--- src/map_pkg.sv ---
//*********************************************************************
// Memory map package
// region codes, flash timing and contents, video register count,
// DMA state encoding
//*********************************************************************
package map_pkg;

    // region code is byte address bits 15:14
    typedef logic [1:0] region_t;

    // ram spans codes 0 and 1, only the top bit is decoded
    localparam region_t region_ram   = 2'd0;
    localparam region_t region_flash = 2'd2;
    // io: bit 13 clear is video, set is pad
    localparam region_t region_io    = 2'd3;

    // flash enable to flash ready, in cycles
    localparam int flash_wait  = 3;
    localparam int flash_cnt_w = $clog2(flash_wait + 1);
    localparam logic [31:0] flash_pattern = 32'hA5A5_0000;

    localparam int vdp_reg_count = 4;
    localparam int vdp_sel_w     = $clog2(vdp_reg_count);

    typedef enum logic {
        dma_idle,
        dma_run
    } dma_state_t;

endpackage

--- src/bus_pkg.sv ---
//*********************************************************************
// Bus package
// widths and vector types shared by the CPU, RAM and DMA buses
//*********************************************************************
package bus_pkg;

    // cpu side
    localparam int cpu_addr_w = 16;
    localparam int data_w     = 32;
    localparam int wstrb_w    = data_w / 8;

    // ram is word addressed, byte address bits 15:2
    localparam int ram_addr_w = cpu_addr_w - 2;
    localparam int ram_words  = 1 << ram_addr_w;

    // peripherals
    localparam int vdp_data_w = 16;
    localparam int pad_w      = 2;

    // dma word count
    localparam int dma_len_w  = 8;

    typedef logic [cpu_addr_w-1:0] cpu_addr_t;
    typedef logic [ram_addr_w-1:0] ram_addr_t;
    typedef logic [data_w-1:0]     data_t;
    typedef logic [wstrb_w-1:0]    wstrb_t;
    typedef logic [vdp_data_w-1:0] vdp_data_t;
    typedef logic [pad_w-1:0]      pad_t;
    typedef logic [dma_len_w-1:0]  dma_len_t;

endpackage
--- src/flash_reader.sv ---
//*********************************************************************
// Flash reader
// read-only flash model, one word returned after a fixed wait
//*********************************************************************
`timescale 1ns/1ps

module flash_reader (
    input  logic               clk,
    input  logic               arst_n,
    input  logic               read_en,
    input  bus_pkg::cpu_addr_t address,
    output logic               read_ready,
    output bus_pkg::data_t     read_data
);
    import bus_pkg::*;
    import map_pkg::*;

    logic                   en_q;
    logic                   start;
    logic                   pending;
    logic [flash_cnt_w-1:0] wait_cnt;

    // a new access is the rise of the enable
    assign start = read_en && !en_q;

    always_ff @(posedge clk or negedge arst_n) begin
        if (!arst_n) begin
            en_q       <= 1'b0;
            pending    <= 1'b0;
            wait_cnt   <= '0;
            read_ready <= 1'b0;
        end else begin
            en_q       <= read_en;
            read_ready <= 1'b0;
            if (start) begin
                pending  <= 1'b1;
                wait_cnt <= flash_cnt_w'(flash_wait - 1);
            end else if (pending) begin
                wait_cnt <= wait_cnt - 1'b1;
                // last wait cycle, one ready pulse per access
                if (wait_cnt == flash_cnt_w'(1)) begin
                    pending    <= 1'b0;
                    read_ready <= 1'b1;
                end
            end
        end
    end

    // contents are the word index within the flash window
    always_ff @(posedge clk) begin
        if (start) begin
            read_data <= data_t'(address[13:2]) ^ flash_pattern;
        end
    end

endmodule

--- config.mk ---
export PLATFORM = sky130hd
export DESIGN_NAME = flash_reader
export DESIGN_NICKNAME = d
export VERILOG_FILES = /design/src/map_pkg.sv /design/src/bus_pkg.sv /design/src/flash_reader.sv
export SDC_FILE = /design/constraint.sdc
export NUM_CORES = 1
export LEC_CHECK = 0
export BUFFER_PORTS_ARGS = -buffer_cell sky130_fd_sc_hd__buf_2
export CELL_PAD_IN_SITES_DETAIL_PLACEMENT = 0
export CELL_PAD_IN_SITES_GLOBAL_PLACEMENT = 1
export CORE_AREA = 2 2 49 62
export CTS_CLUSTER_DIAMETER = 50
export DETAILED_ROUTE_END_ITERATION = 16
export DIE_AREA = 0 0 51 64
export PLACE_DENSITY_LB_ADDON = 0.1
export SLEW_MARGIN = 20
export SYNTH_ARGS = -nofsm -noshare
export SYNTH_HDL_FRONTEND = slang
export SYNTH_SLANG_ARGS = --single-unit
--- constraint.sdc ---
create_clock -name clk -period 1.4 [get_ports clk]
set_clock_uncertainty 0.05 [all_clocks]
set_input_delay 0.28 -clock clk [delete_from_list [all_inputs] [get_ports clk]]
set_output_delay 0.28 -clock clk [all_outputs]
set_load 0.02 [all_outputs]
* Word level (Yosys, flattened, before mapping)
Index checks and enable logic that the tools add are counted.
Word-level totals: flip-flop bits (word level) 17, output and inout bits 33, word-level logic and storage cells 18
Operators by class: add/subtract/negate cells 1, equal/unequal tests 1, muxes and demuxes 8, reductions and logical operators 3
Operators with widths (count):
- $mux W1 | 6
- $mux W2 | 2
- $eq A2 B1 Y1 const B | 1
- $reduce_bool A2 Y1 | 1
- $sub A2 B1 Y2 const B | 1
- $logic_and A1 B1 Y1 | 1
- $logic_not A1 Y1 | 1

* Depth between registers and ports, before layout
depth after elaboration 4, gate-level depth with buffers 4

* Least setup slack after synthesis
Ideal clock, no wire load.
path kind reg2reg, start register en_q, end register read_data[0], enable pin, data arrival time 759 ps, path slack 241 ps, cell stages (with the launch flop) 3, path buffers 0, period minus slack after synthesis 1159 ps, path through dfrtp_1 nand2b_4 inv_1
Between the ends: cells in the longest elaborated chain, start to end 2
RTL lines:
- start: declaration | line flash_reader.sv:18 | logic en_q;
- start signal: assignment | line flash_reader.sv:33 | en_q <= read_en;
- $logic_not A1 Y1 | line flash_reader.sv:24 | assign start = read_en && !en_q;
- $logic_and A1 B1 Y1 | line flash_reader.sv:24
- via start | line flash_reader.sv:19 | logic start;
- end signal: assignment | line flash_reader.sv:52 | read_data <= data_t'(address[13:2]) ^ flash_pattern;
- end: declaration | line flash_reader.sv:13 | output bus_pkg::data_t read_data
The timed path passes the listed nets, and every way through them passes these cells. A chain may end at the register's enable or synchronous reset.

* Worst setup path after layout
start register read_data[0], end output port read_data[0]
No word-level cell between the ends.

==> run_results.csv <==
group,metric,value,unit
run_status,run_status,"finished, final reports clean",
synth,synth-seq-area-share,0.675,
clock_network,cts_hold_buf,1,
layout,fin_util,0.328,
floorplan,start_util,0.271,
synth,ys_types,13,
critical_path,r2r_end,"read_data[9]$_DFFE_PP_",
synth,ys_ff_latch,17,
critical_path,cpMaxStageDelayCell,"edfxtp_1",
floorplan,ios,52,
floorplan,num_rows,21,
sta,finalCriticalPeriod,1140,ps
power,cellLeakagePower,0.425,nW
critical_path,critical_path_class,"reg -> out",
layout,final_common_cell,"buf_2",
power,p_int,0.819,mW
critical_path,worstPathMaxFanout,1,
detailed_routing,wl_per_cell,8.61,µm
synth,yosysWarnings,0,
critical_path,crit_chain,"buf_2",
clock_network,cts_tree,"yes",
clock_network,root_buffer,"clkbuf_4",
clock_network,htree_levels,1,
detailed_routing,drcViolationCount,0,
grt,grt_pass1_wl,1470,µm
synth,syn_area_per_cell,14.4,µm²
layout,diodes,0,
sta,hold_violations,0,
clock_network,cts_buffers,3,
critical_path,critPathArrivalTime,810,ps
power,peakVddDrop,454,µV
synth,netlist_instances,50,
placement,portBuffers,27,
critical_path,r2r_cells,3,
critical_path,cp-startpoint,"read_data[0]$_DFFE_PP_",
synth,synth_top_area_cell,"edfxtp_1",
critical_path,r2r-start,"en_q$_DFF_PN0_",
layout,fin_nets,102,
hold_path,hp-start,"read_en",
critical_path,cp.buffers_inverters,1,
sta,finalCritPeriodShare,0.818,
placement,dpl.hpwl,778,µm
layout,final_cell_mix,"buf_2 (27), conb_1 (20), edfxtp_1 (12)",
floorplan,core-area,2650,µm²
power,p_comb_frac,0.221,
layout,fill_cells,285,
power,power.switching,0.334,mW
power,pwr-share-clk,0.217,
clock_network,clkTransAtPathRegs,90,ps
clock_network,clockBufferDepth,2,
detailed_routing,drt_iter0_drc,9,
synth,synth_top_area_frac,0.501,
power,pwr-share-seq,0.562,
sta,tns,0,ps
grt,grt-ovfl-total,0,
clock_network,cts.repair.resized,0,
layout,instances_no_fill,115,
detailed_routing,wl,990,µm
power,p_sw_frac,0.289,
critical_path,slowest_delay,370,ps
clock_network,clk_latency,280,ps
layout,area_delta_synth_final,21.0,%
synth,synthTopCellsByArea,"edfxtp_1 (50%), buf_4 (21%), dfrtp_1 (17%)",
sta,fmax,0.873,GHz
grt,track_usage,0.0664,
layout,drive_above_1_share,0.420,
detailed_routing,vias,395,
floorplan,fp.dieArea,3260,µm²
hold_path,hold_class,"in -> reg",
detailed_routing,viasPerCell,3.43,
critical_path,required,1070,ps
sta,maxSlewViolCount,0,
grt,grt_max_degree,14,
hold_path,hold_path_depth,1,
flow_run,drv_cap,0,
synth,syn-cell-area,719,µm²
clock_network,clock_sinks,17,
sta,whs,97.9,ps
sta,rsz0062_at_grt,"no",
detailed_routing,ant_nets,0,
detailed_routing,dr.pass1.iters,3,
placement,pre_cts_slack,320,ps
hold_path,hold_path_end,"en_q$_DFF_PN0_",
layout,area.sequential,485,µm²
layout,multiInputGateArea,140,µm²
sta,fin_ws,255,ps
floorplan,die_h,64,µm
grt,antenna_found_initial,0,
floorplan,chipWidth,51,µm
grt,grt_pass1_vias,333,
critical_path,r2r_slack,310,ps
sta,setup_violations,0,
power,power_density,1320,nW/µm²
placement,gp_congestion,0.579,
placement,placed_cells,110,
critical_path,worstSetupStartpointType,"flip-flop",
clock_network,cts_setup_buffers,0,
critical_path,crit_family,"flip-flops",
critical_path,cp-end-kind,"output port",
[power by group through the flow]
stage	sequential, mW	combinational (mW)	clock [mW]
2_1_floorplan	0.681	0.201	0
3_3_place_gp	0.656	0.250	0
3_5_place_dp	0.656	0.258	0
4_1_cts	0.647	0.259	0.271
5_1_grt	0.654	0.281	0.299
6_report	0.647	0.255	0.251
[how the worst max path moves through the flow]
| stage | to | slack, ps | depth (start not counted) |
|---|---|---|---|
| 2_1_floorplan | read_data[0]$_DFFE_PP_ | 240 | 2 |
| 6_report | read_data[0] | 260 | 1 |
| 3_5_place_dp | read_data[7]$_DFFE_PP_ | 320 | 3 |
| 3_3_place_gp | read_data[8]$_DFFE_PP_ | 320 | 3 |
| 5_1_grt | read_data[8] | 200 | 1 |
| 4_1_cts | read_data[0] | 230 | 1 |
[kinds of logic (layout without fill, tap and decap cells)]
logic type / count (synthesis) / count (layout) / synth area share
other cells: 2 / 20 / 0.0104
flops: 17 / 17 / 0.675
xor+xnor: 1 / 1 / 0.0122
buf+inv: 23 / 36 / 0.224
fa+ha+maj: 1 / 1 / 0.0174
simple gates: 4 / 4 / 0.0435
compound gates: 2 / 2 / 0.0174
[area by class of cell]
type / count / share of cell area
multi-input cells: 28 / 0.161
repair buffers: 29 / 0.190
well taps: 34 / 0.0489
inverters: 3 / 0.0129
flip-flops and latches: 17 / 0.557
clock buffers: 4 / 0.0302
[synth_stat cells]
| library cell | instances |
|---|---|
| buf_4 | 20 |
| edfxtp_1 | 12 |
| dfrtp_1 | 5 |
| inv_1 | 3 |
| conb_1 | 2 |
| and3_2 | 1 |
| ha_1 | 1 |
| nand2_1 | 1 |
| nand2b_4 | 1 |
| nor2_2 | 1 |
| o211ai_1 | 1 |
| o21ai_1 | 1 |
| xnor2_1 | 1 |
[metal layers]
metal,GRT usage,part of all wire
met5,0,0
met4,0.0912,0.034
met3,0.0140,0.12
met2,0.106,0.50
met1,0.0583,0.35
[through the flow]
step / cell area [µm²] / power, mW
detailed placement: 835 / 0.914
global placement: 835 / 0.906
global route: 871 / 1.23
floorplan: 787 / 0.882
CTS: 871 / 1.18
finish: 871 / 1.15
[state kept, by name, summed over array words and instances (netlist names)]
| name | count |
|---|---|
| read_data | 12 |
| read_ready | 1 |
| en_q | 1 |
| wait_cnt | 2 |
| pending | 1 |
Note: power is estimated with default switching activity, not from simulation.
