`src/bus_pkg.sv`:
```
//*********************************************************************
// Bus package
// widths and vector types shared by the CPU, RAM and DMA buses
//*********************************************************************
package bus_pkg;

    // cpu side
    localparam int cpu_addr_w = 16;
    localparam int data_w     = 32;
    localparam int wstrb_w    = data_w / 8;

    // ram is word addressed, byte address bits 15:2
    localparam int ram_addr_w = cpu_addr_w - 2;
    localparam int ram_words  = 1 << ram_addr_w;

    // peripherals
    localparam int vdp_data_w = 16;
    localparam int pad_w      = 2;

    // dma word count
    localparam int dma_len_w  = 8;

    typedef logic [cpu_addr_w-1:0] cpu_addr_t;
    typedef logic [ram_addr_w-1:0] ram_addr_t;
    typedef logic [data_w-1:0]     data_t;
    typedef logic [wstrb_w-1:0]    wstrb_t;
    typedef logic [vdp_data_w-1:0] vdp_data_t;
    typedef logic [pad_w-1:0]      pad_t;
    typedef logic [dma_len_w-1:0]  dma_len_t;

endpackage
```
`src/bus_arbiter.sv`:
```
//*********************************************************************
// Bus arbiter
// shares the RAM between DMA and CPU, builds the single ready pulse
// for the CPU and selects which source drives the read data
//*********************************************************************
`timescale 1ns/1ps

module bus_arbiter (
    input  logic               clk,
    input  logic               arst_n,

    // cpu request
    input  bus_pkg::wstrb_t    cpu_wstrb,
    input  bus_pkg::cpu_addr_t cpu_address,
    input  bus_pkg::data_t     cpu_write_data,

    // dma request
    input  bus_pkg::ram_addr_t dma_address,
    input  bus_pkg::data_t     dma_write_data,
    input  logic               dma_busy,
    input  bus_pkg::wstrb_t    dma_wstrb,

    // region enables from the decoder
    input  logic               ram_en,
    input  logic               flash_read_en,
    input  logic               vdp_en,
    input  logic               pad_en,

    // ready from the slow sources
    input  logic               flash_read_ready,
    input  logic               vdp_ready,

    // read sources
    input  bus_pkg::data_t     ram_read_data,
    input  bus_pkg::data_t     flash_read_data,
    input  bus_pkg::vdp_data_t vdp_read_data,
    input  bus_pkg::pad_t      pad_read_data,

    // back to the cpu
    output logic               cpu_mem_ready,
    output bus_pkg::data_t     cpu_read_data,

    // ram port
    output bus_pkg::data_t     ram_write_data,
    output bus_pkg::ram_addr_t ram_address,
    output bus_pkg::wstrb_t    ram_wstrb,
    output logic               ram_cs
);
    import bus_pkg::*;

    logic ram_ready;
    logic periph_ready;
    logic flash_en_q;

    // dma owns the ram outright while busy
    assign ram_cs         = dma_busy ? 1'b1 : ram_en;
    assign ram_wstrb      = dma_busy ? dma_wstrb : cpu_wstrb;
    assign ram_write_data = dma_busy ? dma_write_data : cpu_write_data;
    assign ram_address    = dma_busy ? dma_address : cpu_address[15:2];

    // masking with the registered ready keeps the pulse one cycle long
    assign ram_ready    = ram_en && !cpu_mem_ready;
    assign periph_ready = ((vdp_en && vdp_ready) || pad_en) && !cpu_mem_ready;

    always_ff @(posedge clk or negedge arst_n) begin
        if (!arst_n) begin
            cpu_mem_ready <= 1'b0;
            flash_en_q    <= 1'b0;
        end else begin
            // cpu stalls for the whole dma burst
            cpu_mem_ready <= !dma_busy &&
                             (ram_ready || flash_read_ready || periph_ready);
            // aligns the flash select with the flash data
            flash_en_q    <= flash_read_en;
        end
    end

    // read data select, ram by default
    always_comb begin
        cpu_read_data = ram_read_data;
        if (flash_en_q) begin
            cpu_read_data = flash_read_data;
        end else if (vdp_en) begin
            // 16 bit register seen on both halves
            cpu_read_data = {2{vdp_read_data}};
        end else if (pad_en) begin
            cpu_read_data[pad_w-1:0] = pad_read_data;
        end
    end

endmodule

```
`config.mk`:
```
export PLATFORM = sky130hd
export DESIGN_NAME = bus_arbiter
export DESIGN_NICKNAME = d
export VERILOG_FILES = /design/src/bus_pkg.sv /design/src/bus_arbiter.sv
export SDC_FILE = /design/constraint.sdc
export NUM_CORES = 1
export LEC_CHECK = 0
export ABC_CLOCK_PERIOD_IN_PS = 800
export BUFFER_PORTS_ARGS = -buffer_cell sky130_fd_sc_hd__buf_2
export CORE_AREA = 2 2 108 110
export DETAILED_ROUTE_END_ITERATION = 16
export DIE_AREA = 0 0 110 112
export PLACE_DENSITY = 0.6
export SLEW_MARGIN = 10
export SYNTH_ARGS = -nofsm -noshare
export SYNTH_HDL_FRONTEND = slang
export SYNTH_SLANG_ARGS = --single-unit
```
`constraint.sdc`:
```
create_clock -name clk -period 0.8 [get_ports clk]
set_input_delay 0.08 -clock clk [delete_from_list [all_inputs] [get_ports clk]]
set_output_delay 0.08 -clock clk [all_outputs]
set_load 0.01 [all_outputs]
```
* Word-level counts from Yosys, hierarchy flattened *
Cells that the tools add are included.

storage, ports and cells
  register bits = 2
  output and inout port bits = 84
  logic and storage cells = 19

operators by class
  multiplexer cells = 8
  reductions and logical operators = 9

operators with widths
  operator            number
  32-bit two-way mux  2
  30-bit two-way mux  1
  14-bit two-way mux  1
  1-bit logical AND   4
  2-bit two-way mux   2
  4-bit two-way mux   1
  1-bit logical OR    3
  1-bit logical NOT   2
  1-bit two-way mux   1

* Logic depth before layout (Yosys ltp) *
Gate-level depths: netlist of run 1.

  word-level depth = 5
  gate-level depth with buffers = 4
  mapped depth without buffers = 2

* Least setup slack after synthesis of run 1 *
Ideal clock, no wire load.

  path type = register to output
  start point = register flash_en_q
  end point = output port cpu_read_data[0]
  arrival = 0.899 ns
  required time = 0.720 ns
  slack = -0.179 ns
  cell stages (with the launch flop) = 4
  buffers on the path = 1
  cell sequence = dfrtp_1 buf_4 nor2b_1 a211oi_2

between the ends
  longest elaborated chain between the ends = 1

RTL lines
  item                      line               RTL
  start: declaration        bus_arbiter.sv:53  logic flash_en_q;
  start signal: assignment  bus_arbiter.sv:74  flash_en_q <= flash_read_en;
  32-bit two-way mux        bus_arbiter.sv:81  if (flash_en_q) begin
  end: declaration          bus_arbiter.sv:41  output bus_pkg::data_t cpu_read_data,

Every way passes these cells.

* Final worst setup path of run 1 *
  start point = register flash_en_q
  end point = output port cpu_read_data[17]

Same word-level chain as after synthesis.

==> flow_summary_export.csv, run 1 <==
group,metric,value,unit
clock_network,clockBufferDepth,2,
worst_hold_path,hp-start,"flash_read_ready",
floorplanning,ios,277,
logic_synthesis,postSynthCellCount,172,
timing,grt_setup_unrepaired,"yes",
timing,fmax,721.1,MHz
logic_synthesis,synth_area_leaders,"mux2_4 (43%), mux2i_1 (19%), o21ai_1 (8.7%)",
worst_hold_path,hold_path_class,"in2reg",
pwr,leakage,2.468,nW
timing,max_slew_margin,0.7951,
grt,grt_overflow,0,
pwr,peakVddDrop,0.0006268,V
worst_setup_path,path_max_fanout,8,
logic_synthesis,synth_top_area_share,0.4311,
floorplanning,die_h,112,um
clock_network,insertion_delay,220,ps
run,cap_violations,0,
logic_synthesis,avgSynthCellArea,9.719,um2
worst_hold_path,hold_depth,3,
timing,fin_ws,-586.8,ps
timing,fin_crit_sh,1.733,
status,outcome,"finished with violations",
logic_synthesis,synth_cell_type_count,20,
final_layout,area_delta_synth_final,176.1,%
final_layout,stdcell_count,609,
floorplanning,die_area,12320,um2
logic_synthesis,yosys_warnings,0,
clock_network,clkTransAtPathRegs,30,ps
timing,worst_slew_pin_slew,298.8,ps
timing,holdWs,163.4,ps
status,violations,"setup timing",
logic_synthesis,synth_edf_count,0,
logic_synthesis,ys_ff_latch,2,
grt,grt_pass1_wl,13.77,mm
logic_synthesis,synth.yosys.seq_area_share,0.02994,
route,ant_nets,0,
clock_network,h-tree-depth,1,
final_layout,regArea,53.80,um2
placed_design,dp_cells,585,
logic_synthesis,yosysMostFrequentCell,"mux2_4",
logic_synthesis,syn-cell-area,1672,um2
worst_setup_path,r2r_slack,90,ps
pwr,pwr_density_cell,825.0,nW/um2
worst_setup_path,cp-start-kind,"flop",
logic_synthesis,syn_nets,365,
worst_setup_path,required,720,ps
final_layout,multi_input_area,1858,um2
floorplanning,fp.coreArea,11170,um2
worst_setup_path,cp-end-kind,"output port",
worst_setup_path,cp.arrival,1310,ps
logic_synthesis,ys_async_sr_fraction,1.000,
clock_network,cts_inserted_buffers,3,
placed_design,gp_congestion,0.7976,
floorplanning,start_util,0.1496,
final_layout,nFillCells,1044,
route,drtPass1Iterations,4,
worst_setup_path,reg2regPathDepth,2,
worst_setup_path,cp-startpoint,"flash_en_q",
logic_synthesis,yosys-top-cells-count,"mux2_4 (48), mux2i_1 (32), nand2_1 (30), o21ai_1 (29), buf_2 (5)",
route,wl,9.895,mm
worst_hold_path,hold_path_end,"cpu_mem_ready",
route,drt_iter0_markers,85,
logic_synthesis,yosys.area.top_type,"mux2_4",
placed_design,post-dp-hpwl,7.241,mm
timing,setup-violations-final,83,
floorplanning,die_x,110,um
worst_setup_path,r2r_end,"cpu_mem_ready",
grt,track_usage,0.1444,
final_layout,diodes,0,
clock_network,cts.sinks,2,
worst_setup_path,timing.rr.start,"cpu_mem_ready",
logic_synthesis,ys.flop_type,"dfrtp_1",
clock_network,cts_root_buffer,"clkbuf_16",
clock_network,cts_tree,"done",
route,avgRoutedWirePerCell,16.25,um
timing,report.final.hold_viol_count,0,
grt,grt_max_degree,25,
route,vias,2541,
floorplanning,rows,39,
grt,grt_pass1_vias,2659,
route,vias_per_cell,4.172,
placed_design,portBuffers,274,
timing,drv_slew,0,
final_layout,nets,660,
timing,period_needed,1387,ps
timing,skew,0,ps
worst_setup_path,crit_type,"reg2out",
final_layout,drive_gt1_frac,0.9120,
grt,antenna_found_initial,0,
route,drc_errors,0,
layer usage:
metal | global-route usage | wire length, um
met2 | 0.2969 | 5328
met3 | 0.02693 | 1051
met4 | 0.01857 | 96
met5 | 0 | 0
met1 | 0.1483 | 3419
final cells by class:
cell class / count / share of cell area
clock buffer: 4 / 0.01708
multi-input combinational: 153 / 0.4025
sequential: 2 / 0.01166
tap: 143 / 0.03876
timing repair buffer: 307 / 0.5300
sequential cells by signal (all words and copies together) (netlist names):
signal / cells
cpu_mem_ready: 1
flash_en_q: 1
worst max-delay path, stage by stage (launching register included):
cell,delay (ps)
dfrtp_4,490
buf_12,170
buf_16,160
o21ai_4,130
buf_6,120
placed cells by master, fill, tap and decap left out, types with 2 or more instances in the layout:
cell type      Yosys  final
o21ai_2            0      9
nand2_2            0     16
buf_6              2     69
clkbuf_16          0      3
o21ai_4            0     21
dlygate4sd3_1      0      2
nand2_4            0     13
buf_4              1      4
a211oi_2           2      2
mux2_4            48     50
buf_2              5    207
buf_16             0     11
mux2i_1           32     32
buf_12             4     14
nor2b_4            0      2
per-stage QoR:
step | utilization | area, um2 | setup TNS, ps | setup slack (ps) | total power [mW]
2_1_floorplan | - | 1951 | -3223 | -109.1 | 1.293
3_3_place_gp | 0.3060 | 3420 | -21260 | -355.4 | 2.171
3_5_place_dp | 0.3060 | 3420 | -21900 | -385.4 | 2.185
4_1_cts | 0.4088 | 4568 | -26990 | -603.7 | 3.783
5_1_grt | 0.4131 | 4616 | -27900 | -616.7 | 3.989
6_report | 0.4131 | 4616 | -26490 | -586.8 | 3.808
logic make-up (layout without fill, tap and decap cells):
family / Yosys count / after routing / synth area share
buffers and inverters: 17 / 311 / 0.1190
flip-flops: 2 / 2 / 0.02994
AND/OR/NAND/NOR: 38 / 38 / 0.1010
AO/OA/AOI/OAI: 33 / 33 / 0.1138
multiplexers: 82 / 82 / 0.6362
where the power goes:
part / internal (mW) / switching (mW) / total, mW
clock network: 0.658 / 0.138 / 0.796
registers: 0.110 / 0.00585 / 0.116
logic: 1.73 / 1.17 / 2.90
total: 2.50 / 1.31 / 3.81
how the worst max path moves through the flow:
stage                             end  cells past startpoint  slack, ps
floorplan            cpu_read_data[0]                      3       -110
global route        cpu_read_data[19]                      5       -620
CTS                  cpu_read_data[0]                      5       -600
finish              cpu_read_data[17]                      4       -590
detailed placement  cpu_read_data[15]                      4       -390
global placement    cpu_read_data[16]                      4       -360
timing repair:
action,CTS,global route
endpoints found under the hold margin,3,0
hold buffers,2,0
setup buffers,7,2
gates cloned,12,0
pin swaps,14,2
setup endpoints to repair,84,84
resized for setup,152,17
Note: power is estimated with default switching activity, not from simulation.
==> inputs of run 2 (changes only) <==
- ABC_AREA: not set -> 1
- CORE_AREA: 2 2 108 110 -> 2 2 107 109
- DIE_AREA: 0 0 110 112 -> 0 0 109 111
- PLACE_DENSITY: 0.6 -> 0.57
==> run 2 against run 1 <==
Against the previous run: the flow still finishes with violations (setup timing); clock skew is the same; sequential power about the same; count of clock-buffer cells in the layout is 1 lower; cell area decreased by 14%; first-iteration DRC count shrank 1.2%; worst setup slack barely moved; combinational power is 20% lower; clock power is 5.3% lower; non-clock buffer count rose by 5; sequential cell count stayed put; synthesized cell count is 77% higher; power is 17% lower; largest power group unchanged.
==> flow_summary_export.csv, run 2 <==
group,metric,value,unit
status,outcome,"finished with violations",
status,violations,"setup timing",
grt,track_usage,0.1374,
timing,fmax,721.3,MHz
final_layout,stdcell_count,742,
logic_synthesis,syn_nets,498,
timing,period_needed,1386,ps
placed_design,placed_cell_area,3183,um2
worst_setup_path,cp-end-kind,"output port",
floorplanning,ios,277,
timing,fin_crit_sh,1.733,
worst_setup_path,max_stage_delay,390,ps
floorplanning,start_util,0.1235,
clock_network,h-tree-depth,1,
logic_synthesis,synth.yosys.seq_area_share,0.03660,
worst_setup_path,reg2regPathDepth,3,
final_layout,regArea,50.05,um2
timing,drv_slew,0,
logic_synthesis,postSynthCellCount,305,
clock_network,cts.sinks,2,
route,wl,9.637,mm
clock_network,clockBufferDepth,2,
final_layout,drive_gt1_frac,0.6304,
timing,holdWs,123.4,ps
final_layout,area_delta_synth_final,188.8,%
worst_setup_path,crit_path_cell_trace,"clkinv_4 -> buf_6 -> buf_16 -> a31oi_4 -> buf_2",
timing,fin_ws,-586.3,ps
grt,grt_pass1_wl,13.01,mm
clock_network,cts_root_buffer,"clkbuf_16",
pwr,pwr_density_cell,804.4,nW/um2
logic_synthesis,synth_top_area_share,0.5517,
placed_design,pre_cts_ws,-373.0,ps
worst_setup_path,cp.arrival,1310,ps
worst_hold_path,hold_path_class,"in2reg",
logic_synthesis,yosys.area.top_type,"nand2_1",
logic_synthesis,yosys_warnings,0,
final_layout,multi_input_area,1543,um2
timing,setup-violations-final,34,
worst_hold_path,hold_depth,3,
final_layout,nFillCells,1211,
worst_setup_path,required,720,ps
floorplanning,die_x,109,um
grt,antenna_found_initial,2,
grt,grt_pass1_vias,2697,
placed_design,gp_congestion,0.7452,
final_layout,layout_commonest_cell,"buf_2",
logic_synthesis,avgSynthCellArea,4.484,um2
pwr,peakVddDrop,0.0004540,V
timing,worst_slew_pin_slew,236.4,ps
placed_design,dp_cells,723,
worst_setup_path,crit_family,"buffers and inverters",
final_layout,reg.largest.list,"cpu_mem_ready (1), flash_en_q (1)",
run,cap_violations,0,
placed_design,portBuffers,274,
logic_synthesis,synth_cell_type_count,12,
timing,report.final.hold_viol_count,0,
clock_network,cts_inserted_buffers,3,
route,drc_errors,0,
logic_synthesis,ys.flop_type,"dfrtp_1",
timing,skew,0,ps
clock_network,clkTransAtPathRegs,30,ps
route,drtPass1Iterations,4,
logic_synthesis,syn-cell-area,1368,um2
floorplanning,rows,39,
pwr,leakage,2.235,nW
timing,max_slew_margin,0.8424,
worst_setup_path,crit_cells,5,
route,vias,2961,
floorplanning,die_h,111,um
floorplanning,fp.coreArea,11080,um2
logic_synthesis,synth_edf_count,0,
route,drt_iter0_markers,84,
floorplanning,die_area,12100,um2
worst_setup_path,path_max_fanout,7,
clock_network,cts_tree,"done",
route,vias_per_cell,3.991,
logic_synthesis,ys_ff_latch,2,
route,avgRoutedWirePerCell,12.99,um
route,ant_nets,0,
logic_synthesis,yosysMostFrequentCell,"nand2_1",
grt,grt_overflow,0,
logic_synthesis,ys_async_sr_fraction,1.000,
timing,grt_setup_unrepaired,"yes",
worst_setup_path,crit_buf_inv,4,
worst_setup_path,crit_slowest_cell,"dfrtp_1",
grt,grt_max_degree,33,
worst_setup_path,crit_type,"reg2out",
logic_synthesis,synth_area_leaders,"nand2_1 (55%), a31oi_1 (13%), nor2_1 (8.8%)",
logic_synthesis,yosys-top-cells-count,"nand2_1 (201), nor2_1 (32), a31oi_1 (28), buf_2 (12), buf_6 (10)",
clock_network,insertion_delay,220,ps
worst_setup_path,cp-start-kind,"flop",
final_layout,layout_common_cells,"buf_2 (255), nand2_1 (186), buf_6 (25), nor2_1 (23), a31oi_4 (18)",
final_layout,nets,793,
placed_design,post-dp-hpwl,7.734,mm
final_layout,final_area,3950,um2
==> run 2: final cells by class <==
class,instances,area share
Multi-Input combinational cell,272,0.3906
Timing Repair Buffer,312,0.5166
Inverter,9,0.01520
Sequential cell,2,0.01267
Antenna cell,1,0.0006335
Tap cell,143,0.04530
Clock buffer,3,0.01901
==> run 2: worst paths after layout <==
check | startpoint | to | slack [ps]
worst max-delay path | flash_en_q | cpu_read_data[2] | -590
max in group asynchronous | arst_n | flash_en_q | 510
worst max register to register | cpu_mem_ready | cpu_mem_ready | 80
worst min-delay path | flash_read_ready | cpu_mem_ready | 120
min in group asynchronous | arst_n | cpu_mem_ready | 190
worst min register to register | cpu_mem_ready | cpu_mem_ready | 590
==> run 2: cell families after synthesis <==
| kind of cell | after synthesis | share of synthesized area |
|---|---|---|
| AOI/OAI and AO/OA | 36 | 0.1574 |
| buffers and inverters | 31 | 0.1546 |
| DFF | 2 | 0.03660 |
| and+or+nand+nor | 236 | 0.6514 |
==> run 2: timing repair <==
item,in CTS,in global routing
pin swaps,4,23
gates cloned,4,2
hold buffers,2,0
setup buffers,8,2
hold endpoints to repair,3,0
resized for setup,35,69
setup endpoints to repair,84,51
==> run 2: metrics by stage <==
| stage | utilization | total power [mW] | setup TNS, ps |
|---|---|---|---|
| after global placement | 0.2874 | 1.966 | -14030 |
| after CTS | 0.3237 | 2.956 | -17850 |
| final | 0.3566 | 3.177 | -17390 |
| after global routing | 0.3566 | 3.417 | -19460 |
| after floorplan | - | 0.9976 | -3989 |
| after detailed placement | 0.2874 | 1.974 | -14870 |
==> run 2: metal layers <==
| metal | routed length, um | global-route usage | part of all wire |
|---|---|---|---|
| met1 | 3467 | 0.1459 | 0.36 |
| met5 | 13 | 0 | 0.0013 |
| met2 | 5150 | 0.2725 | 0.53 |
| met3 | 909 | 0.02881 | 0.094 |
| met4 | 95 | 0.02222 | 0.0099 |
==> run 2: worst min-delay path, cell delays in order <==
cell and delay, ps:
buf_2 90, a21oi_2 30, a21oi_2 100
==> run 2: report_power, final <==
part           internal (mW)  switching (mW)
combinational           1.21            1.10
clock                  0.636           0.118
sequential             0.109         0.00675
total                   1.95            1.23
