$ cat src/map_pkg.sv
//*********************************************************************
// Memory map package
// region codes, flash timing and contents, video register count,
// DMA state encoding
//*********************************************************************
package map_pkg;

    // region code is byte address bits 15:14
    typedef logic [1:0] region_t;

    // ram spans codes 0 and 1, only the top bit is decoded
    localparam region_t region_ram   = 2'd0;
    localparam region_t region_flash = 2'd2;
    // io: bit 13 clear is video, set is pad
    localparam region_t region_io    = 2'd3;

    // flash enable to flash ready, in cycles
    localparam int flash_wait  = 3;
    localparam int flash_cnt_w = $clog2(flash_wait + 1);
    localparam logic [31:0] flash_pattern = 32'hA5A5_0000;

    localparam int vdp_reg_count = 4;
    localparam int vdp_sel_w     = $clog2(vdp_reg_count);

    typedef enum logic {
        dma_idle,
        dma_run
    } dma_state_t;

endpackage

$ cat src/bus_pkg.sv
//*********************************************************************
// Bus package
// widths and vector types shared by the CPU, RAM and DMA buses
//*********************************************************************
package bus_pkg;

    // cpu side
    localparam int cpu_addr_w = 16;
    localparam int data_w     = 32;
    localparam int wstrb_w    = data_w / 8;

    // ram is word addressed, byte address bits 15:2
    localparam int ram_addr_w = cpu_addr_w - 2;
    localparam int ram_words  = 1 << ram_addr_w;

    // peripherals
    localparam int vdp_data_w = 16;
    localparam int pad_w      = 2;

    // dma word count
    localparam int dma_len_w  = 8;

    typedef logic [cpu_addr_w-1:0] cpu_addr_t;
    typedef logic [ram_addr_w-1:0] ram_addr_t;
    typedef logic [data_w-1:0]     data_t;
    typedef logic [wstrb_w-1:0]    wstrb_t;
    typedef logic [vdp_data_w-1:0] vdp_data_t;
    typedef logic [pad_w-1:0]      pad_t;
    typedef logic [dma_len_w-1:0]  dma_len_t;

endpackage
$ cat src/video_regs.sv
//*********************************************************************
// Video registers
// four 16-bit registers, ready one cycle after enable
//*********************************************************************
`timescale 1ns/1ps

module video_regs (
    input  logic               clk,
    input  logic               arst_n,
    input  logic               en,
    input  bus_pkg::wstrb_t    wstrb,
    input  bus_pkg::cpu_addr_t address,
    input  bus_pkg::data_t     write_data,
    output logic               ready,
    output bus_pkg::vdp_data_t read_data
);
    import bus_pkg::*;
    import map_pkg::*;

    vdp_data_t            regs [vdp_reg_count];
    logic [vdp_sel_w-1:0] sel;

    // word select from bits 3:2
    assign sel = address[vdp_sel_w+1:2];

    always_ff @(posedge clk or negedge arst_n) begin
        if (!arst_n) begin
            ready     <= 1'b0;
            read_data <= '0;
            for (int i = 0; i < vdp_reg_count; i++) begin
                regs[i] <= '0;
            end
        end else begin
            ready <= en;
            if (en) begin
                read_data <= regs[sel];
                // low half of the bus only
                if (wstrb != '0) begin
                    regs[sel] <= write_data[vdp_data_w-1:0];
                end
            end
        end
    end

endmodule

$ cat config.mk
export PLATFORM = sky130hd
export DESIGN_NAME = video_regs
export DESIGN_NICKNAME = d
export VERILOG_FILES = /design/src/map_pkg.sv /design/src/bus_pkg.sv /design/src/video_regs.sv
export SDC_FILE = /design/constraint.sdc
export NUM_CORES = 1
export LEC_CHECK = 0
export BUFFER_PORTS_ARGS = -buffer_cell sky130_fd_sc_hd__buf_2
export CAP_MARGIN = 20
export CORE_MARGIN = 5
export CORE_UTILIZATION = 50
export CTS_CLUSTER_DIAMETER = 80
export DETAILED_ROUTE_END_ITERATION = 10
export PLACE_DENSITY = 0.7
export SLEW_MARGIN = 15
export SYNTH_ARGS = -nofsm -noshare
export SYNTH_HDL_FRONTEND = slang
export SYNTH_SLANG_ARGS = --single-unit
$ cat constraint.sdc
create_clock -name clk -period 1.9 [get_ports clk]
set_input_delay 0 -clock clk [delete_from_list [all_inputs] [get_ports clk]]
set_output_delay 0 -clock clk [all_outputs]
set_load 0.1 [all_outputs]
-- After elaboration in Yosys (flattened, before gate mapping)
Cells that the tools add are included.
Widths: inputs -> output; s select.
- flip-flop bits (word level): 81
- word-level logic and storage cells: 18
- order comparisons: 2
- multiplexer cells: 6
- bitwise operators: 1
- reduce and logical (&&, ||, !) cells: 3
- operators by type and width (cell ; number):
    $bwmux 64 ; 1
    $mux 16 ; 3
    $bmux 16 s2 ; 1
    $demux 16 s2 ; 1
    $reduce_bool 4->1 ; 1
    $ge 3x3->1 const B ; 1
    $lt 3x1->1 const B ; 1
    $not 2->3 ; 1
    $reduce_and 2->1 ; 1
    $logic_and 1x1->1 ; 1

-- Depth between registers and ports, before layout
Gate-level depths: netlist of the first run.
- depth after elaboration: 6
- mapped depth: 6

-- Worst setup path after synthesis of the first run
OpenSTA, ideal clock, no wires.
- path kind: input to register
- start: input wstrb[3]
- end: register regs[32] (netlist bit)
- setup time: 125 ps
- arrival time: 1299 ps
- required time: 1775 ps
- slack: 476 ps
- stages: 5
- buffers on the path: 2
- path through: or4_4 > or3b_1 > buf_4 > buf_6 > mux2_2
- longest elaborated chain between the ends: 2
- RTL lines (element ; RTL line ; text):
    start, declared ; video_regs.sv:11 ; input bus_pkg::wstrb_t wstrb,
    $reduce_bool 4->1 ; video_regs.sv:38 ; if (wstrb != '0) begin
    $reduce_and 2->1 (no line) ; - ;
    end signal, assigned by index ; video_regs.sv:39 ; regs[sel] <= write_data[vdp_data_w-1:0];
    end, declared ; video_regs.sv:20 ; vdp_data_t regs [vdp_reg_count];
Every way passes these cells.
A chain may end at the register's enable or synchronous reset.

-- Worst setup path in the final report of the first run
- start: input address[2]
- end: register regs[18] (netlist bit)
- longest elaborated chain between the ends: 6
- RTL lines (element ; RTL line ; text):
    start, declared ; video_regs.sv:12 ; input bus_pkg::cpu_addr_t address,
    $not 2->3 (not written as such) (*) ; video_regs.sv:39 ;
    $ge 3x3->1 (not written as such) / $lt 3x1->1 (equally long branches) ; video_regs.sv:39 ;
    $logic_and 1x1->1 (not written as such) ; video_regs.sv:39 ;
    $mux 16 (not written as such) ; video_regs.sv:39 ;
    $demux 16 s2 (*) ; video_regs.sv:39 ;
    $bwmux 64 (*) ; video_regs.sv:39 ;
Mark *: on every way between the ends. The rest lies on a longest branch, timed or not.

==> results of run 1 <==
stage by stage:
step | cell area, sq um | std cells
after CTS | 4200 | 402
final | 4200 | 402
after detailed placement | 3810 | 369
after global placement | 3810 | 369
after global routing | 4200 | 402
after floorplan | 3510 | 237
path summary, 6_finish.rpt:
path / start / end / slack [ns] / cells after the start
worst max register to register: regs[38]$_DFFE_PN0P_ / read_data[6]$_DFFE_PN0P_ / 0.82 / 3
worst min register to register: regs[36]$_DFFE_PN0P_ / regs[36]$_DFFE_PN0P_ / 0.51 / 1
worst max-delay path: address[2] / regs[18]$_DFFE_PN0P_ / 0.40 / 5
max in group asynchronous: arst_n / regs[61]$_DFFE_PN0P_ / 1.18 / 3
min in group asynchronous: arst_n / regs[17]$_DFFE_PN0P_ / 0.12 / 2
worst min-delay path: en / ready$_DFF_PN0_ / 0.10 / 2
state kept, by name, indices dropped and copies added, names as in the netlist:
name and cells:
ready 1, read_data 16, regs 64
timing repair:
item,CTS,global route
setup endpoints to repair,0,0
hold buffers,17,0
endpoints found under the hold margin,145,0
cells in the mapped netlist (all sizes together), types with 2 or more instances:
| master | instances |
|---|---|
| a211oi | 2 |
| a21oi | 14 |
| buf | 11 |
| clkbuf | 6 |
| dfrtp | 81 |
| mux2 | 78 |
| mux2i | 2 |
| nand2b | 2 |
| nor2 | 2 |
| o22ai | 28 |
| o32ai | 2 |
| or3b | 2 |
cell type report:
type	count	area share [%]
flip-flops and latches	81	48.3
multi-input cells	138	32.1
repair buffers	70	11.4
clock buffers	10	3.04
well taps	96	2.86
clock inverters	6	2.18
inverters	1	0.0894
cells by family (layout without fill, tap and decap cells):
kind of cell,after synthesis,count (layout),share of synthesized area [%]
and+or+nand+nor,12,12,2.64
buffers and inverters,18,87,3.92
muxes,80,80,27.7
AOI/OAI and AO/OA,46,46,7.92
DFF,81,81,57.8
per-layer routing:
metal / wire length (microns) / up-vias / track usage [%]
li1: - / 1008 / -
met1: 3350 / 1119 / 23.8
met2: 3340 / 35 / 26.9
met3: 179 / 11 / 2.88
met4: 143 / 0 / 7.46
met5: 0 / - / 0
power by group through the flow:
stage | Sequential (W) | Clock (W) | Combinational [W]
finish | 0.00224 | 0.00137 | 0.00131
global route | 0.00228 | 0.00147 | 0.00139
CTS | 0.00224 | 0.00139 | 0.00132
detailed placement | 0.00227 | 0 | 0.00129
global placement | 0.00225 | 0 | 0.00127
floorplan | 0.00274 | 0 | 0.000544
==> run_results.csv, run 1 <==
group,metric,value,unit
routing,routed_wirelength,7.02,mm
clock_tree,clock_path_buffers,2,
clock_tree,cts_buffers,9,
clock_tree,cts_tree,"yes",
synthesis,synthArstFlopShare,100,%
synthesis,ys.warnings.count,0,
worst_setup_path,cpPeakStageDelay,0.80,ns
timing,final.setup_skew,0.00458,ns
timing,fin_hold_ws,0.101,ns
placement,port_buffers,41,
routing,drcViolationCount,0,
layout,final_core_util,61.8,%
placement,dpl.hpwl,4.48,mm
timing,maxSlewHeadroom,32.9,%
worst_setup_path,worstSetupStartpointType,"input pin",
placement,place_congestion,0.727,
power_and_ir_drop,total_power,0.00492,W
timing,final-setup-viol-count,0,
global_routing,grt_usage,17.3,%
synthesis,synth_enable_flop_cells,0,
flow_run,maxCapViolCount,0,
timing,min_period_over_period,78.7,%
power_and_ir_drop,seq_power_share,45.6,%
synthesis,ys_types,26,
floorplan,die_y,93.8,microns
synthesis,ys_ff_latch,81,
routing,ant_nets,0,
timing,rsz0062_at_grt,"no",
routing,drt_iter0_drc,61,
worst_setup_path,path_max_fanout,12,
timing,fin_crit,1.50,ns
routing,avgRoutedWirePerCell,17.5,microns
timing,tightest_slew,1.00,ns
synthesis,ys.flop_type,"dfrtp_1",
clock_tree,clk_latency,0.34,ns
floorplan,core-area,0.00679,sq mm
routing,viasPerCell,5.41,
synthesis,synth_top_area_share,57.8,%
layout,n_fill_cell,540,
layout,multiInputGateArea,0.00135,sq mm
layout,antenna_cells,0,
clock_tree,root_buffer,"clkbuf_8",
clock_tree,htreeDepth,3,
layout,final_common_cell,"dfrtp_1",
synthesis,synth_area_leader_cell,"dfrtp_1",
synthesis,syn-cell-area,0.00351,sq mm
floorplan,dieWidth,93.8,microns
synthesis,synthCells,237,
floorplan,ioPinCount,72,
layout,finish.net_count,356,
routing,route.vias.total,2173,
clock_tree,ctsResizeCount,0,
worst_setup_path,worst_ep_required_time,2.13,ns
timing,setup_tns,0,ns
worst_setup_path,crit_family,"simple AND/OR/NAND/NOR gates",
synthesis,syn_avg_cell_area,14.8,sq um
layout,areaGrowthSynthToFinish,19.6,%
synthesis,ys_seq_area_share,57.8,%
layout,layout_common_cells,"dfrtp_1 (81), mux2_2 (55), buf_2 (40)",
min_path,hold_path.class,"in2reg",
floorplan,initial_core_util,51.6,%
worst_setup_path,crit_arrival,1.73,ns
layout,final-seq-area,0.00203,sq mm
timing,hold_viol_final,0,
global_routing,grt_pass1_wl,11.6,mm
power_and_ir_drop,switching_power,0.00161,W
power_and_ir_drop,p_leak,1.87,nW
synthesis,synthTopCellsByArea,"dfrtp_1 (58%), mux2_2 (18%), mux2_4 (8.6%), o22ai_1 (5.0%), a21oi_1 (2.0%)",
timing,setup_slack,0.404,ns
global_routing,grt_max_degree,51,
timing,max_freq,668,MHz
global_routing,antenna_found_initial,0,
floorplan,fp.dieArea,0.00879,sq mm
synthesis,syn-num-nets,292,
power_and_ir_drop,p_sw_share,32.7,%
timing,final_max_slew_viol_count,0,
worst_setup_path,path_cells,"buf_2 > nand3b_1 > nor2b_2 > buf_4 > mux2_2",
global_routing,first_global_vias,2236,
placement,dp_slack,0.0224,ns
clock_tree,cts_post_setup_buffers_inserted,0,
power_and_ir_drop,peakVddDrop,0.000712,V
power_and_ir_drop,combPwrFrac,26.6,%
layout,drive_gt1_share,48.7,%
routing,drt_pre_antenna_iters,6,
worst_setup_path,end_kind,"flop",
status,outcome,"completed",
worst_setup_path,critical_path_class,"in2reg",
worst_setup_path,slowest_stage,"nor2b_2",
clock_tree,cts.sinks,81,
worst_setup_path,critPathBufInv,2,
power_and_ir_drop,p_int,0.00331,W
power_and_ir_drop,p_per_area,1170,mW/mm^2
global_routing,grt-ovfl-total,0,
clock_tree,cts.clk_slew.worst_paths,0.08,ns
floorplan,rows,30,
power_and_ir_drop,p_clk_share,27.8,%
(Power assumes the default switching activity.)
==> run 2: changes to the inputs <==
--- a/config.mk
+++ b/config.mk
@@ -8,10 +8,10 @@
 export BUFFER_PORTS_ARGS = -buffer_cell sky130_fd_sc_hd__buf_2
 export CAP_MARGIN = 20
 export CORE_MARGIN = 5
-export CORE_UTILIZATION = 50
+export CORE_UTILIZATION = 49
 export CTS_CLUSTER_DIAMETER = 80
 export DETAILED_ROUTE_END_ITERATION = 10
-export PLACE_DENSITY = 0.7
+export PLACE_DENSITY = 0.71
 export SLEW_MARGIN = 15
 export SYNTH_ARGS = -nofsm -noshare
 export SYNTH_HDL_FRONTEND = slang
==> constraint.sdc (replaced) <==
create_clock -name clk -period 1.2 [get_ports clk]
set_input_delay 0 -clock clk [delete_from_list [all_inputs] [get_ports clk]]
set_output_delay 0 -clock clk [all_outputs]
set_load 0.1 [all_outputs]
==> run_results.csv, run 2 (synthesis results as in run 1) <==
group,metric,value,unit
placement,dpl.hpwl,5.10,mm
layout,multiInputGateArea,0.00138,sq mm
worst_setup_path,reg2reg_to,"read_data[9]$_DFFE_PN0P_",
layout,layout_common_cells,"dfrtp_1 (65), mux2_2 (48), buf_2 (39)",
worst_setup_path,crit_arrival,1.41,ns
global_routing,first_global_vias,2465,
floorplan,initial_core_util,51.1,%
routing,drt_pre_antenna_iters,4,
layout,finish.net_count,374,
worst_setup_path,worst_ep_required_time,1.43,ns
placement,place_congestion,0.804,
flow_run,maxCapViolCount,0,
worst_setup_path,r2r.worst_path.cells,3,
layout,drive_gt1_share,56.5,%
floorplan,core-area,0.00687,sq mm
layout,antenna_cells,0,
timing,setup_tns,0,ns
worst_setup_path,end_kind,"flop",
clock_tree,root_buffer,"clkbuf_8",
routing,avgRoutedWirePerCell,18.0,microns
timing,rsz0062_at_grt,"yes",
timing,setup_slack,0.0261,ns
layout,largestRegisters,"regs: 64 flops, read_data: 16 flops, ready: 1 flops",
min_path,whs_endpoint,"read_data[0]$_DFFE_PN0P_",
worst_setup_path,worstSetupStartpointType,"input pin",
clock_tree,cts.clk_slew.worst_paths,0.08,ns
timing,fin_crit,1.17,ns
routing,drcViolationCount,0,
min_path,whs_path_depth,3,
timing,hold_viol_final,0,
layout,final_common_cell,"dfrtp_1",
global_routing,grt-ovfl-total,0,
worst_setup_path,cpPeakStageDelay,0.55,ns
global_routing,antenna_found_initial,0,
clock_tree,cts_buffers,9,
clock_tree,htreeDepth,3,
routing,routed_wirelength,7.55,mm
layout,largest_reg_flops,64,
timing,max_freq,852,MHz
worst_setup_path,slowest_stage,"or4_4",
power_and_ir_drop,p_per_area,1750,mW/mm^2
placement,dp_slack,-0.332,ns
routing,route.vias.total,2241,
timing,final.setup_skew,0.00801,ns
min_path,worstHoldStart,"en",
timing,final_max_slew_viol_count,0,
floorplan,fp.dieArea,0.00895,sq mm
floorplan,die_y,94.6,microns
placement,port_buffers,41,
clock_tree,clock_path_buffers,2,
floorplan,ioPinCount,72,
worst_setup_path,crit_family,"simple AND/OR/NAND/NOR gates",
worst_setup_path,path_cells,"buf_2 > or4_4 > or3b_1 > buf_4 > mux2_2",
global_routing,grt_max_degree,32,
power_and_ir_drop,p_leak,1.99,nW
worst_setup_path,reg2reg_from,"regs[41]$_DFFE_PN0P_",
power_and_ir_drop,peakVddDrop,0.000823,V
floorplan,rows,30,
timing,final-setup-viol-count,0,
layout,regMostFlops,"regs",
timing,min_period_over_period,97.8,%
min_path,hold_path.class,"in2reg",
worst_setup_path,critical_path_class,"in2reg",
clock_tree,cts_tree,"yes",
clock_tree,clk_latency,0.35,ns
routing,drt_iter0_drc,82,
timing,maxSlewHeadroom,67.3,%
global_routing,grt_pass1_wl,12.9,mm
worst_setup_path,critPathBufInv,2,
worst_setup_path,regToRegSetupSlack,0.17,ns
timing,tightest_slew,0.494,ns
status,outcome,"completed",
global_routing,grt_usage,19.2,%
worst_setup_path,path_max_fanout,8,
layout,final-seq-area,0.00205,sq mm
routing,ant_nets,0,
clock_tree,cts_post_setup_buffers_inserted,0,
floorplan,dieWidth,94.6,microns
layout,n_fill_cell,547,
layout,areaGrowthSynthToFinish,25.5,%
routing,viasPerCell,5.34,
clock_tree,cts.sinks,81,
==> run 2: cell types whose count changed in the layout (fill, tap and decap cells not counted), moves of 2 or more <==
cell	before	now
dfrtp_2	0	16
clkbuf_1	1	3
mux2_2	55	48
mux2_4	20	30
dfrtp_1	81	65
buf_12	1	4
clkinv_4	2	0
mux2_1	3	0
buf_4	12	26
==> run 2: timing repair <==
action / CTS / global route
hold buffers: 18 / 0
setup endpoints to repair: 0 / 3
resized for setup: 0 / 1
endpoints found under the hold margin: 146 / 0
==> run 2: layer usage <==
| layer | GRT usage (%) | wire (microns) |
|---|---|---|
| met1 | 25.7 | 3560 |
| met2 | 30.6 | 3700 |
| met3 | 5.58 | 197 |
| met4 | 5.05 | 85 |
| met5 | 0 | 0 |
==> run 2: worst max path at each step <==
stage	start	end	slack, ns	cells after the start
6_report	wstrb[0]	regs[43]$_DFFE_PN0P_	0.03	5
5_1_grt	wstrb[0]	regs[44]$_DFFE_PN0P_	-0.003	5
4_1_cts	read_data[4]$_DFFE_PN0P_	read_data[4]	0.02	1
3_5_place_dp	wstrb[0]	regs[47]$_DFFE_PN0P_	-0.33	5
3_3_place_gp	wstrb[0]	regs[41]$_DFFE_PN0P_	-0.32	5
2_1_floorplan	wstrb[0]	regs[32]$_DFFE_PN0P_	-0.21	5
==> run 2: per-stage QoR <==
step	util, %	cell area (sq um)	total power, W	cells	hold WS, ns
3_5_place_dp	58.7	4030	0.00578	386	-0.0357
3_3_place_gp	58.7	4030	0.00571	386	-0.0393
4_1_cts	64.1	4400	0.00778	420	0.0583
2_1_floorplan	-	3580	0.00527	237	-0.296
5_1_grt	64.1	4400	0.00809	420	0.0845
6_report	64.1	4400	0.00773	420	0.0747
==> run 2: where the power goes <==
part,internal [W],switching (W),total [W]
clock network,0.00102,0.000932,0.00195
registers,0.00329,0.000302,0.00359
logic,0.000876,0.00131,0.00218
total,0.00519,0.00254,0.00773
==> run 2: final cells by class <==
class                           instances  share of cell area, %
Clock inverter                          3                  0.966
Timing Repair Buffer                   88                   14.9
Clock buffer                           13                   3.38
Tap cell                               96                   2.73
Multi-Input combinational cell        138                   31.4
Inverter                                1                 0.0852
Sequential cell                        81                   46.5
==> run 2: worst reg2reg max path, stage by stage (launching register included) <==
cell and delay [ns]:
dfrtp_1 0.38, mux2_2 0.26, o22ai_1 0.16, a21oi_1 0.10
